**src/rtl/icache_settings.svh**
```systemverilog
`ifndef ICACHE_SETTINGS_SVH
`define ICACHE_SETTINGS_SVH

// instruction words returned per fetch
`define ICACHE_FETCH_WIDTH 2
`define ICACHE_WAYS 2
// index is pc[7:4], tag is pc[31:8]
`define ICACHE_SETS 16
// words per line, also the refill burst length
`define ICACHE_LINE_WORDS 4
`define FETCH_QUEUE_DEPTH 4

`endif
```
**src/rtl/icache_pkg.sv**
```systemverilog
`include "icache_settings.svh"

package icache_pkg;

    typedef enum logic [2:0] {
        NORMAL,
        MAINT,
        WAIT_BUS,
        ADDR,
        FILL,
        SYNC
    } fsm_state_e;

    typedef enum logic [1:0] {
        INDEX_INV = 2'b01,
        HIT_INV   = 2'b10
    } cacheop_e;

    // major opcode class from inst[31:30]
    typedef enum logic [1:0] {
        ALU    = 2'b00,
        MEM    = 2'b01,
        BRANCH = 2'b10,
        JUMP   = 2'b11
    } inst_class_e;

    typedef struct packed {
        logic        valid;
        logic [23:0] tag;
    } cache_tag_t;

    typedef struct packed {
        logic adef;
    } fetch_excp_t;

    typedef struct packed {
        logic        valid;
        logic [31:0] addr;
        // beats minus one
        logic [1:0]  burst_len;
        logic        cached;
        logic        data_ok;
    } cache_bus_req_t;

    typedef struct packed {
        logic        ready;
        logic        data_ok;
        logic        data_last;
        logic [31:0] r_data;
    } cache_bus_resp_t;

    typedef struct packed {
        logic [31:0]                                pc;
        logic [`ICACHE_FETCH_WIDTH-1:0]             valid;
        logic [`ICACHE_FETCH_WIDTH-1:0][31:0]       inst;
        inst_class_e [`ICACHE_FETCH_WIDTH-1:0]      cls;
        fetch_excp_t                                excp;
    } fetch_bundle_t;

endpackage

```
**src/rtl/inst_predecoder.sv**
```systemverilog
`timescale 1ns/1ps
`include "icache_settings.svh"

module inst_predecoder (
    input  logic                      clk,
    input  logic                      rst_n,
    input  icache_pkg::fetch_bundle_t bundle_i,
    output icache_pkg::fetch_bundle_t bundle_o,
    input  logic                      ready_i
);

    icache_pkg::fetch_bundle_t decoded;

    // class straight from the major opcode bits
    always_comb begin
        decoded = bundle_i;
        for (int i = 0; i < `ICACHE_FETCH_WIDTH; i++) begin
            decoded.cls[i] = icache_pkg::inst_class_e'(bundle_i.inst[i][31:30]);
        end
    end

    always_ff @(posedge clk) begin
        if (!rst_n) begin
            bundle_o.valid <= '0;
        end else if (ready_i) begin
            bundle_o <= decoded;
        end
    end

endmodule

```
**config.mk**
```make
export PLATFORM = sky130hd
export DESIGN_NAME = inst_predecoder
export DESIGN_NICKNAME = d
export VERILOG_FILES = /design/src/rtl/icache_pkg.sv /design/src/rtl/inst_predecoder.sv
export VERILOG_INCLUDE_DIRS = /design/src /design/src/rtl
export SDC_FILE = /design/constraint.sdc
export NUM_CORES = 1
export LEC_CHECK = 0
export ABC_AREA = 1
export ABC_CLOCK_PERIOD_IN_PS = 2750
export BUFFER_PORTS_ARGS = -buffer_cell sky130_fd_sc_hd__buf_2
export CAP_MARGIN = 20
export CORE_UTILIZATION = 40
export CTS_CLUSTER_DIAMETER = 150
export DETAILED_ROUTE_END_ITERATION = 7
export PLACE_DENSITY = 0.78
export SETUP_SLACK_MARGIN = 0.05
export SYNTH_ARGS = -nofsm -noshare
export SYNTH_HDL_FRONTEND = slang
export SYNTH_SLANG_ARGS = --single-unit
export TNS_END_PERCENT = 10
```
**constraint.sdc**
```tcl
create_clock -name clk -period 2.75 [get_ports clk]
set_input_delay 0.1375 -clock clk [delete_from_list [all_inputs] [get_ports clk]]
set_output_delay 0.1375 -clock clk [all_outputs]
set_load 0.03 [all_outputs]
```
==> flow_summary.toml <==
[cells_and_area]
drive_gt1_share_pct = 51.4
largest_register = "bundle_o"
ff_latch_area_sq_um = 2950
multiInputGateArea_sq_um = 33.8
largest_reg_flops = 99
syn_to_final_growth_pct = 76.4
layout.nets = 530
top_regs = "bundle_o x99"
layout.filler_cells = 475

[timing]
drv_slew = 0
min_period_over_period_pct = 44.7
tightest_slew_ns = 0.592
rsz0062_at_grt = "false"
fmax_ghz = 0.814
fin_tns_setup_ns = 0
hold_viol = 0
slew_headroom_pct = 60.5
fin_crit_ns = 1.23
finalClockSkew_ns = 0
fin_ws_ns = 1.52
setup-violations-final = 0

[critical_path]
rr_startpoint = "bundle_o[70]"
crit_path_start_kind = "primary input"
critPathArrivalTime_ns = 1.30
crit_path_end_kind = "register"
criticalPathCategory = "primary input to register"
crit_family = "buffers and inverters"
cp_max_fo = 62
crit_buf_inv = 3
critPathMaxStageDelay_ns = 0.48
cp-startpoint = "ready_i"
cp_slowest_cell = "clkinv_2"
crit_required_ns = 2.82
path_cells = "buf_2, nand2_1, clkinv_2, buf_12"

[synthesis]
ys_seq_area_share_pct = 97.5
netlist_top_cells_count = "97 x edfxtp_1, 5 x nand2_1, 4 x buf_4, 4 x nor2_1, 3 x inv_1"
synth_nets = 221
synth_top_area_cell = "edfxtp_1"
synth_area_sq_um = 3030
synth_top_area_share_pct = 96.2
synthArstFlopShare_pct = 0
synth_edf_count = 97
synth_area_leaders = "edfxtp_1 96%, dfxtp_1 1.3%, buf_4 0.99%, nand2_1 0.62%, nor2_1 0.50%"
synth.distinct_cells = 6
synth_warnings = 0
synth_seq_cells = 99
synth.most_common_cell = "edfxtp_1"
postSynthAreaPerCell_sq_um = 26.3
synthCells = 115
synth_ff_type = "edfxtp_1"

[routing]
antenna_left = 0
wl_per_cell_microns = 15.1
drcViolationCount = 0
initialDrtViolationCount = 79
vias = 2233
finalWirelength_mm = 7.97
firstDrtPassIters = 4
via_per_inst = 4.23

[power]
power_density_nw_per_um2 = 613
ir_drop_v = 0.000407
leakagePower_nw = 2.29

[clock_network]
ctsHtreeMaxLevel = 3
cts.path.max_buffers = 2
clock-sinks = 99
worst_skew_pair.late_latency_ns = 0.34
cts_resized = 0
postCtsSetupRepairBufs = 0
clkTransAtPathRegs_ns = 0.08
cts-root-buf = "clkbuf_8"
cts_buffers = 9
cts_tree = "yes"

[hold_path]
worstHoldPathType = "primary input to register"
worstHoldStart = "rst_n"

[grt]
grt_max_degree = 63
grt_pass1_vias = 2348
antenna_found_initial = 1
globalRouteTotalUtil_pct = 19.6
grt_pass1_wl_mm = 10.9
grt_overflow_total = 0

[status]
run_status = "finished, final reports clean"

[place]
io_buffers = 204
dp_hpwl_mm = 4.95
place_ws_ns = 1.18
gp_congestion = 0.740

[job]
drv_cap = 0

[floorplan]
initial_utilization_pct = 41.5
io_pins = 209
dieArea_sq_um = 7920
dieHeight_microns = 89.0
die_w_microns = 89.0
core_sq_um = 7290
rows = 31
==> cells by family (layout without fill, tap and decap cells) <==
family / after synthesis / after routing / share of synthesized area (%)
DFF: 99 / 99 / 97.5
and+or+nand+nor: 9 / 9 / 1.12
buffers and inverters: 7 / 320 / 1.36
other: 0 / 1 / 0
==> cell type report <==
cell class / instances / area share [%]
clock buffer: 9 / 2.32
timing repair buffer: 302 / 37.7
clock inverter: 6 / 1.52
tap: 99 / 2.32
sequential: 99 / 55.3
multi-input combinational: 9 / 0.632
inverter: 3 / 0.234
antenna: 1 / 0.0468
==> metal layers <==
layer,vias up,global-route usage (%),part of all wire (%)
met4,0,9.24,1.2
li1,1057,-,-
met1,1050,17.9,33
met3,9,6.00,8.2
met2,117,38.8,57
met5,-,0,0
==> worst paths after layout <==
| check | cells past startpoint | slack (ns) | to |
|---|---|---|---|
| max reg2reg | 2 | 2.15 | bundle_o[70] |
| max | 4 | 1.52 | bundle_o[83] |
| min | 3 | 0.06 | bundle_o[69] |
| min reg2reg | 2 | 0.51 | bundle_o[69] |
==> worst min-delay path, stage by stage <==
cell     delay, ns
buf_2         0.12
nand2_1       0.07
nor2_1        0.04
==> layout by cell type (no fill, tap or decap), drive strengths merged, types with 2 or more instances in the layout <==
| master | count |
|---|---|
| dlygate4sd3 | 97 |
| clkbuf | 9 |
| inv | 2 |
| bufinv | 2 |
| dfxtp | 2 |
| edfxtp | 97 |
| nor2 | 4 |
| clkinv | 4 |
| nand2 | 5 |
| buf | 205 |
==> power by group <==
part / switching (mW) / internal [mW] / leakage, nW
registers: 0.0270 / 1.77 / 0.927
logic: 0.318 / 0.210 / 1.26
clock network: 0.453 / 0.501 / 0.103
==> what timing repair did <==
| item | CTS | global route |
|---|---|---|
| setup endpoints to repair | 0 | 0 |
| hold endpoints to repair | 97 | 0 |
| hold buffers | 97 | 0 |
==> stage by stage <==
step / util (%) / hold slack (ns) / total power, mW / cells / area (sq um)
final: 73.3 / 0.0614 / 3.28 / 528 / 5340
after floorplan: - / 0.236 / 2.07 / 115 / 3030
after global routing: 73.3 / 0.0545 / 3.38 / 528 / 5340
after detailed placement: 57.1 / 0.316 / 2.24 / 415 / 4160
after CTS: 73.2 / 0.0164 / 3.30 / 527 / 5340
after global placement: 57.1 / 0.314 / 2.23 / 415 / 4160
No activity file was read; power rests on OpenSTA's default activity.
