### src/rtl/icache_settings.svh
`ifndef ICACHE_SETTINGS_SVH
`define ICACHE_SETTINGS_SVH

// instruction words returned per fetch
`define ICACHE_FETCH_WIDTH 2
`define ICACHE_WAYS 2
// index is pc[7:4], tag is pc[31:8]
`define ICACHE_SETS 16
// words per line, also the refill burst length
`define ICACHE_LINE_WORDS 4
`define FETCH_QUEUE_DEPTH 4

`endif
### src/rtl/icache_pkg.sv
`include "icache_settings.svh"

package icache_pkg;

    typedef enum logic [2:0] {
        NORMAL,
        MAINT,
        WAIT_BUS,
        ADDR,
        FILL,
        SYNC
    } fsm_state_e;

    typedef enum logic [1:0] {
        INDEX_INV = 2'b01,
        HIT_INV   = 2'b10
    } cacheop_e;

    // major opcode class from inst[31:30]
    typedef enum logic [1:0] {
        ALU    = 2'b00,
        MEM    = 2'b01,
        BRANCH = 2'b10,
        JUMP   = 2'b11
    } inst_class_e;

    typedef struct packed {
        logic        valid;
        logic [23:0] tag;
    } cache_tag_t;

    typedef struct packed {
        logic adef;
    } fetch_excp_t;

    typedef struct packed {
        logic        valid;
        logic [31:0] addr;
        // beats minus one
        logic [1:0]  burst_len;
        logic        cached;
        logic        data_ok;
    } cache_bus_req_t;

    typedef struct packed {
        logic        ready;
        logic        data_ok;
        logic        data_last;
        logic [31:0] r_data;
    } cache_bus_resp_t;

    typedef struct packed {
        logic [31:0]                                pc;
        logic [`ICACHE_FETCH_WIDTH-1:0]             valid;
        logic [`ICACHE_FETCH_WIDTH-1:0][31:0]       inst;
        inst_class_e [`ICACHE_FETCH_WIDTH-1:0]      cls;
        fetch_excp_t                                excp;
    } fetch_bundle_t;

endpackage

### src/rtl/fetch_queue.sv
`timescale 1ns/1ps
`include "icache_settings.svh"

module fetch_queue #(
    parameter int DEPTH = `FETCH_QUEUE_DEPTH
) (
    input  logic                      clk,
    input  logic                      rst_n,
    input  icache_pkg::fetch_bundle_t enq_bundle_i,
    output logic                      enq_ready_o,
    output logic                      deq_valid_o,
    output icache_pkg::fetch_bundle_t deq_bundle_o,
    input  logic                      deq_ready_i
);

    localparam int PTR_W = $clog2(DEPTH);

    icache_pkg::fetch_bundle_t mem [DEPTH];
    logic [PTR_W-1:0]          wr_ptr;
    logic [PTR_W-1:0]          rd_ptr;
    logic [PTR_W:0]            count;
    logic                      push;
    logic                      pop;

    // two free slots so the predecoder register always has a home
    assign enq_ready_o  = count <= (PTR_W + 1)'(DEPTH - 2);
    assign deq_valid_o  = count != '0;
    assign deq_bundle_o = mem[rd_ptr];

    assign push = enq_ready_o && (|enq_bundle_i.valid);
    assign pop  = deq_valid_o && deq_ready_i;

    always_ff @(posedge clk) begin
        if (push) begin
            mem[wr_ptr] <= enq_bundle_i;
        end
    end

    always_ff @(posedge clk) begin
        if (!rst_n) begin
            wr_ptr <= '0;
            rd_ptr <= '0;
            count  <= '0;
        end else begin
            if (push) begin
                wr_ptr <= wr_ptr + 1'b1;
            end
            if (pop) begin
                rd_ptr <= rd_ptr + 1'b1;
            end
            case ({push, pop})
                2'b10:   count <= count + 1'b1;
                2'b01:   count <= count - 1'b1;
                default: count <= count;
            endcase
        end
    end

endmodule

### config.mk
export PLATFORM = sky130hd
export DESIGN_NAME = fetch_queue
export DESIGN_NICKNAME = d
export VERILOG_FILES = /design/src/rtl/icache_pkg.sv /design/src/rtl/fetch_queue.sv
export VERILOG_INCLUDE_DIRS = /design/src /design/src/rtl
export SDC_FILE = /design/constraint.sdc
export NUM_CORES = 1
export LEC_CHECK = 0
export BUFFER_PORTS_ARGS = -buffer_cell sky130_fd_sc_hd__buf_2
export CAP_MARGIN = 0
export CORE_MARGIN = 2
export CORE_UTILIZATION = 60
export CTS_CLUSTER_DIAMETER = 150
export DETAILED_ROUTE_END_ITERATION = 10
export PLACE_DENSITY = 0.83
export SYNTH_ARGS = -nofsm -noshare
export SYNTH_HDL_FRONTEND = slang
export SYNTH_SLANG_ARGS = --single-unit
### constraint.sdc
create_clock -name clk -period 8.46 [get_ports clk]
set_clock_uncertainty 0.05 [all_clocks]
set_input_delay 1.692 -clock clk [delete_from_list [all_inputs] [get_ports clk]]
set_output_delay 1.692 -clock clk [all_outputs]
set_load 0.01 [all_outputs]
==> qor.txt, run 1 <==
Vias per cell = 5.97
Max IR drop VDD = 226 uV
H-tree lvl count = 2
Clock share of power = 26.8%
Post-synth EDFFs = 412
Storage cell area = 0.0126 mm^2
Hold-fix buffers, CTS = 0
Slew margin rel. = 31.0%
Worst r2r src = count[1]
Worst Hold Class = register to register
Warnings, synthesis = 0
Post-DP HPWL = 18,300 um
Area growth, synth to finish = 16.8%
Cell Area, Synth = 0.0154 mm^2
Post-CTS Setup Inserts = 0
Worst Max-Slew Pin Slew = 1.03 ns
Hold endpoint = wr_ptr[1]
Yosys cell types = 25
TritonCTS clock tree = done
Int Pwr = 0.00473 W
RSZ-0062 raised after global routing = no
Final Hold Fails = 0
Count leader, synth = edfxtp_1
Non-filler cells, final = 1,183
DR vias = 7,065
Initial antenna violation count = 11
Die X-Extent = 164 um
Worst-Skew Late Latency = 0.52 ns
Starting Density = 61.2%
Final GP Congestion = 0.735
Num Clock Sinks = 421
Post-synth top area share = 80.3%
Antenna viol nets, final = 0
Leading area contributor after synthesis = edfxtp_1
Hold path start = wr_ptr[1]
CTS buffer count = 39
Crit Path Max Fanout = 38
CP peak stage delay = 0.76 ns
Post-synthesis sequential area ratio = 81.4%
Setup TNS Final = 0 ns
Global-route wire length before repair = 46,200 um
Core area = 0.0252 mm^2
Root Buffer Master = clkbuf_16
IO Pins = 211
Top cell types by occurrence after synthesis = edfxtp_1 (412), mux4_2 (103), dfxtp_1 (9), buf_12 (8), buf_2 (8)
Crit Path Category = register to primary output
DR pass1 iterations = 5
Status = finished clean
Net switching power = 0.00187 W
WL/cell = 26.4 um
Starting DRC count in detailed routing = 916
Setup crit end kind = primary output
Pre-CTS WS = 4.35 ns
Tmin final = 4.61 ns
Critical path cell sequence = buf_4, mux4_2, buf_2
Switch share = 28.3%
Vias in the first global route = 7,472
Slack of the critical path = 3.85 ns
Grt ovf = 0
Seq pwr share = 47.1%
DP Area = 0.0167 mm^2
Worst-path clk slew = 0.06 ns
Slowest CP cell = dfxtp_4
Post-CTS sizing = 0
FILL cells = 1,405
Reg2reg end = mem[3][23]
Multi-input gate area in the final layout = 0.00260 mm^2
Die ar. = 0.0270 mm^2
Syn Area/Cell = 26.2 um^2
Prevailing post-synth register cell = edfxtp_1
Final period utilization = 54.5%
Crit path launch type = register
Comb power frac = 26.0%
Total track usage = 23.8%
R2r setup slk = 5.59 ns
PD cells = 366 mW/mm^2
Flops & latches, synth = 421
Mapped Nets = 701
FP Rows = 58
R2R depth = 4
Port buffer count = 210
Peak Freq = 217 MHz
Setup violations, final = 0
Mapped Cells = 589
Clock Tree Buf Depth = 3
Crit path DAT = 2.87 ns
Asr flop ratio synth = 0%
Finished Cell Area = 0.0180 mm^2
Largest net degree at the start of global routing = 71
CP Data Required Time = 6.72 ns
Top post-synthesis cells by area = edfxtp_1 (80%), mux4_2 (15%), dfxtp_1 (1.2%)
Nets = 935
Aggregate routed wire length = 31,200 um
Tot Pwr = 0.00660 W
Die H = 164 um
Placed insts = 1,112
Static Leak = 6.06 nW
Worst Hold Depth = 2
Share of cells above drive strength 1 = 45.0%
Remaining DRCs = 0
Max-slew violations = 0
Number of maximum-capacitance violations = 0
logic make-up (layout without fill, tap and decap cells):
group | Yosys count | in the layout | synth area share (%)
XOR/XNOR | 4 | 4 | 0.227
other | 0 | 5 | 0
buffers and inverters | 30 | 289 | 1.76
flip-flops | 421 | 421 | 81.4
multiplexers | 105 | 105 | 15.2
AND/OR/NAND/NOR | 16 | 16 | 0.568
AO/OA/AOI/OAI | 7 | 7 | 0.308
adder cells (fa/ha/maj) | 6 | 6 | 0.536
per-stage QoR:
step	hold slack (ns)	util (%)
2_1_floorplan	0.418	-
3_3_place_gp	0.427	66.3
3_5_place_dp	0.457	66.3
4_1_cts	0.467	71.5
5_1_grt	0.492	71.5
6_report	0.474	71.5
worst max-delay path: cells and delay by family (launching register included):
family                 cells  cell delay (ns)
buffers and inverters      2             0.91
muxes                      1             0.64
DFF                        1             0.76
sequential cells by signal (all words and copies together) (netlist names), named ones only:
register / flops
count: 3
mem: 412
wr_ptr: 2
rd_ptr: 2
layout by cell type (no fill, tap or decap):
| cell | Yosys | final |
|---|---|---|
| clkinv_4 | 0 | 1 |
| mux2i_1 | 2 | 2 |
| clkbuf_16 | 0 | 41 |
| clkbuf_1 | 1 | 5 |
| clkinvlp_4 | 0 | 2 |
| o21a_1 | 1 | 1 |
| ha_1 | 5 | 5 |
| mux4_2 | 103 | 103 |
| a21boi_0 | 1 | 1 |
| nand2_1 | 5 | 5 |
| o31a_1 | 1 | 1 |
| and2_1 | 7 | 3 |
| xor2_1 | 1 | 1 |
| nor2b_1 | 2 | 2 |
| diode_2 | 0 | 5 |
| clkinv_2 | 0 | 6 |
| clkinv_1 | 0 | 5 |
| inv_1 | 6 | 6 |
| xnor2_1 | 3 | 3 |
| o21ai_0 | 2 | 2 |
| or3_1 | 2 | 2 |
| bufinv_16 | 0 | 6 |
| dfxtp_1 | 9 | 7 |
| fa_1 | 1 | 1 |
| and2_4 | 0 | 4 |
| edfxtp_1 | 412 | 412 |
| buf_4 | 3 | 7 |
| a21oi_1 | 1 | 1 |
| dfxtp_4 | 0 | 2 |
| o311ai_0 | 1 | 1 |
| buf_2 | 8 | 210 |
per-layer routing:
metal / vias up / wire, um / track usage (%)
met1: 3680 / 11800 / 31.5
met4: 12 / 713 / 6.54
met3: 57 / 2730 / 7.10
met5: - / 70 / 0
met2: 313 / 15900 / 39.2
li1: 3003 / - / -
layout make-up:
| class | instances | share of cell area (%) |
|---|---|---|
| multi-input cells | 138 | 14.4 |
| repair buffers | 217 | 6.13 |
| clock inverters | 20 | 1.40 |
| inverters | 6 | 0.125 |
| well taps | 330 | 2.29 |
| flip-flops and latches | 421 | 69.7 |
| diodes | 5 | 0.0695 |
| clock buffers | 46 | 5.80 |
power by group through the flow:
stage	logic (W)	registers [W]	clock network (W)
detailed placement	0.00172	0.00314	0
finish	0.00172	0.00311	0.00177
global placement	0.00170	0.00308	0
CTS	0.00175	0.00312	0.00180
floorplan	0.00120	0.00307	0
global route	0.00184	0.00316	0.00187
worst max path at each step:
stage | from | endpoint | depth (start not counted)
finish | register | deq_bundle_o[24] | 3
global route | register | deq_bundle_o[59] | 3
CTS | register | deq_bundle_o[52] | 3
detailed placement | register | deq_bundle_o[24] | 3
global placement | register | deq_bundle_o[47] | 3
floorplan | enq_bundle_i[70] | mem[0][0] | 2
Note: power is estimated with default switching activity, not from simulation.
==> inputs of run 2 (changes only) <==
--- a/config.mk
+++ b/config.mk
@@ -9,10 +9,10 @@
 export BUFFER_PORTS_ARGS = -buffer_cell sky130_fd_sc_hd__buf_2
 export CAP_MARGIN = 0
 export CORE_MARGIN = 2
-export CORE_UTILIZATION = 60
+export CORE_UTILIZATION = 51
 export CTS_CLUSTER_DIAMETER = 150
 export DETAILED_ROUTE_END_ITERATION = 10
-export PLACE_DENSITY = 0.83
+export PLACE_DENSITY = 0.75
 export SYNTH_ARGS = -nofsm -noshare
 export SYNTH_HDL_FRONTEND = slang
 export SYNTH_SLANG_ARGS = --single-unit
==> constraint.sdc (replaced) <==
create_clock -name clk -period 4 [get_ports clk]
set_clock_uncertainty 0.05 [all_clocks]
set_input_delay 0.8 -clock clk [delete_from_list [all_inputs] [get_ports clk]]
set_output_delay 0.8 -clock clk [all_outputs]
set_load 0.01 [all_outputs]
==> run 2 against run 1 <==
Design area is 1.4% higher. Via count is 2.7% lower. Combinational power is 120% higher. Global-route usage is 6.1 points lower. Die area is 17% higher. Setup slack worse by 3.0 ns. Sequential power is 110% higher. Clock power is 100% higher. First-iteration DRC count is 37% lower. Register-to-register slack worse by 3.9 ns. Wire length is 11% lower. Cell count is 7.0% higher.
==> qor.txt, run 2 (synthesized netlist as in run 1, its figures left out) <==
Post-CTS Setup Inserts = 0
Core area = 0.0297 mm^2
Hold-fix buffers, CTS = 0
CTS buffer count = 42
Root Buffer Master = clkbuf_16
Crit path launch type = register
Post-DP HPWL = 17,100 um
Peak Freq = 314 MHz
Gr busiest metal = met2
Clock Tree Buf Depth = 3
Static Leak = 6.15 nW
Remaining DRCs = 0
H-tree lvl count = 2
Final Hold Fails = 0
Tmin final = 3.19 ns
Worst Hold Class = input pin to register
Setup crit end kind = primary output
Worst-path clk slew = 0.06 ns
Die H = 178 um
Largest register FFs = 412
FP Rows = 63
FILL cells = 2,000
Crit Path Max Fanout = 28
Die X-Extent = 178 um
Port buffer count = 210
Worst-Skew Late Latency = 0.52 ns
Starting Density = 51.9%
Total track usage = 17.7%
Placed insts = 1,186
Setup TNS Final = 0 ns
Met1 GRT Util = 23.6%
Antenna viol nets, final = 0
Storage cell area = 0.0126 mm^2
Post-CTS sizing = 0
Worst Max-Slew Pin Slew = 0.647 ns
Max-slew violations = 0
Multi-input gate area in the final layout = 0.00260 mm^2
Largest net degree at the start of global routing = 48
Area growth, synth to finish = 18.5%
Commonest non-fill, non-tap cell in the layout = edfxtp_1
TritonCTS clock tree = done
WL/cell = 21.9 um
Status = finished clean
Aggregate routed wire length = 27,700 um
PD cells = 756 mW/mm^2
Tot Pwr = 0.0138 W
Commonest non-fill, non-tap cells in the layout = edfxtp_1 (412), buf_2 (210), mux4_2 (103)
Setup violations, final = 0
Crit path DAT = 2.34 ns
Final GP Congestion = 0.727
Final period utilization = 79.7%
Starting DRC count in detailed routing = 575
Max IR drop VDD = 514 uV
Nets = 952
IO Pins = 211
Core Util, Final = 61.5%
RSZ-0062 raised after global routing = no
Number of maximum-capacitance violations = 0
Non-filler cells, final = 1,266
Share of cells above drive strength 1 = 45.5%
Biggest register = mem
DR pass1 iterations = 5
Crit Path Category = register to primary output
Initial antenna violation count = 6
Vias in the first global route = 7,378
Vias per cell = 5.43
Num Clock Sinks = 421
Minimum hold slack = 0.443 ns
Met2 Resource Use GR = 29.5%
Met3 GRT Util = 4.22%
Grt ovf = 0
Slew margin rel. = 56.9%
Largest regs = mem (412), count (3)
Global-route wire length before repair = 41,700 um
DR vias = 6,877
Die ar. = 0.0316 mm^2
CP Data Required Time = 3.15 ns
[run 2: changes by cell type in the layout (fill, tap and decap cells not counted)]
cell / before / now
inv_6: 0 / 1
bufinv_16: 6 / 2
buf_12: 0 / 8
clkbuf_16: 41 / 43
clkinvlp_4: 2 / 0
clkinv_2: 6 / 9
clkbuf_1: 5 / 9
clkinv_1: 5 / 10
buf_4: 7 / 13
[run 2: worst paths after layout]
kind | start | to | slack (ns) | depth (start not counted)
max | register | deq_bundle_o[4] | 0.81 | 3
min | enq_bundle_i[4] | mem[3][4] | 0.44 | 1
max reg2reg | count[1] | mem[3][63] | 1.69 | 4
min reg2reg | wr_ptr[1] | wr_ptr[1] | 0.46 | 2
[run 2: layout make-up]
cell class                 instances  area share [%]
tap                              390            2.67
clock buffer                      52            6.08
inverter                           6           0.123
antenna                            5          0.0685
sequential                       421            68.8
multi-input combinational        138            14.2
clock inverter                    23           0.877
timing repair buffer             231            7.17
[run 2: layer usage]
| metal | vias up | part of all wire (%) |
|---|---|---|
| met3 | 43 | 7.0 |
| met5 | - | 0.047 |
| met1 | 3552 | 41 |
| li1 | 3043 | - |
| met4 | 2 | 1.8 |
| met2 | 237 | 50 |
[run 2: critical path, cell delays in order, from the launching register on]
cell and delay [ns]:
dfxtp_4 0.73, buf_4 0.37, mux4_2 0.54, buf_2 0.17
[run 2: where the power goes]
| part | internal [W] | switching [W] |
|---|---|---|
| clock | 0.00209 | 0.00150 |
| sequential | 0.00613 | 0.000342 |
| combinational | 0.00173 | 0.00201 |
[run 2: through the flow]
step           instance area (um^2)  setup WS, ns
3_3_place_gp                  17000          1.29
2_1_floorplan                 15400        0.0283
6_report                      18300         0.811
4_1_cts                       18300         0.717
5_1_grt                       18300         0.655
3_5_place_dp                  17000          1.28
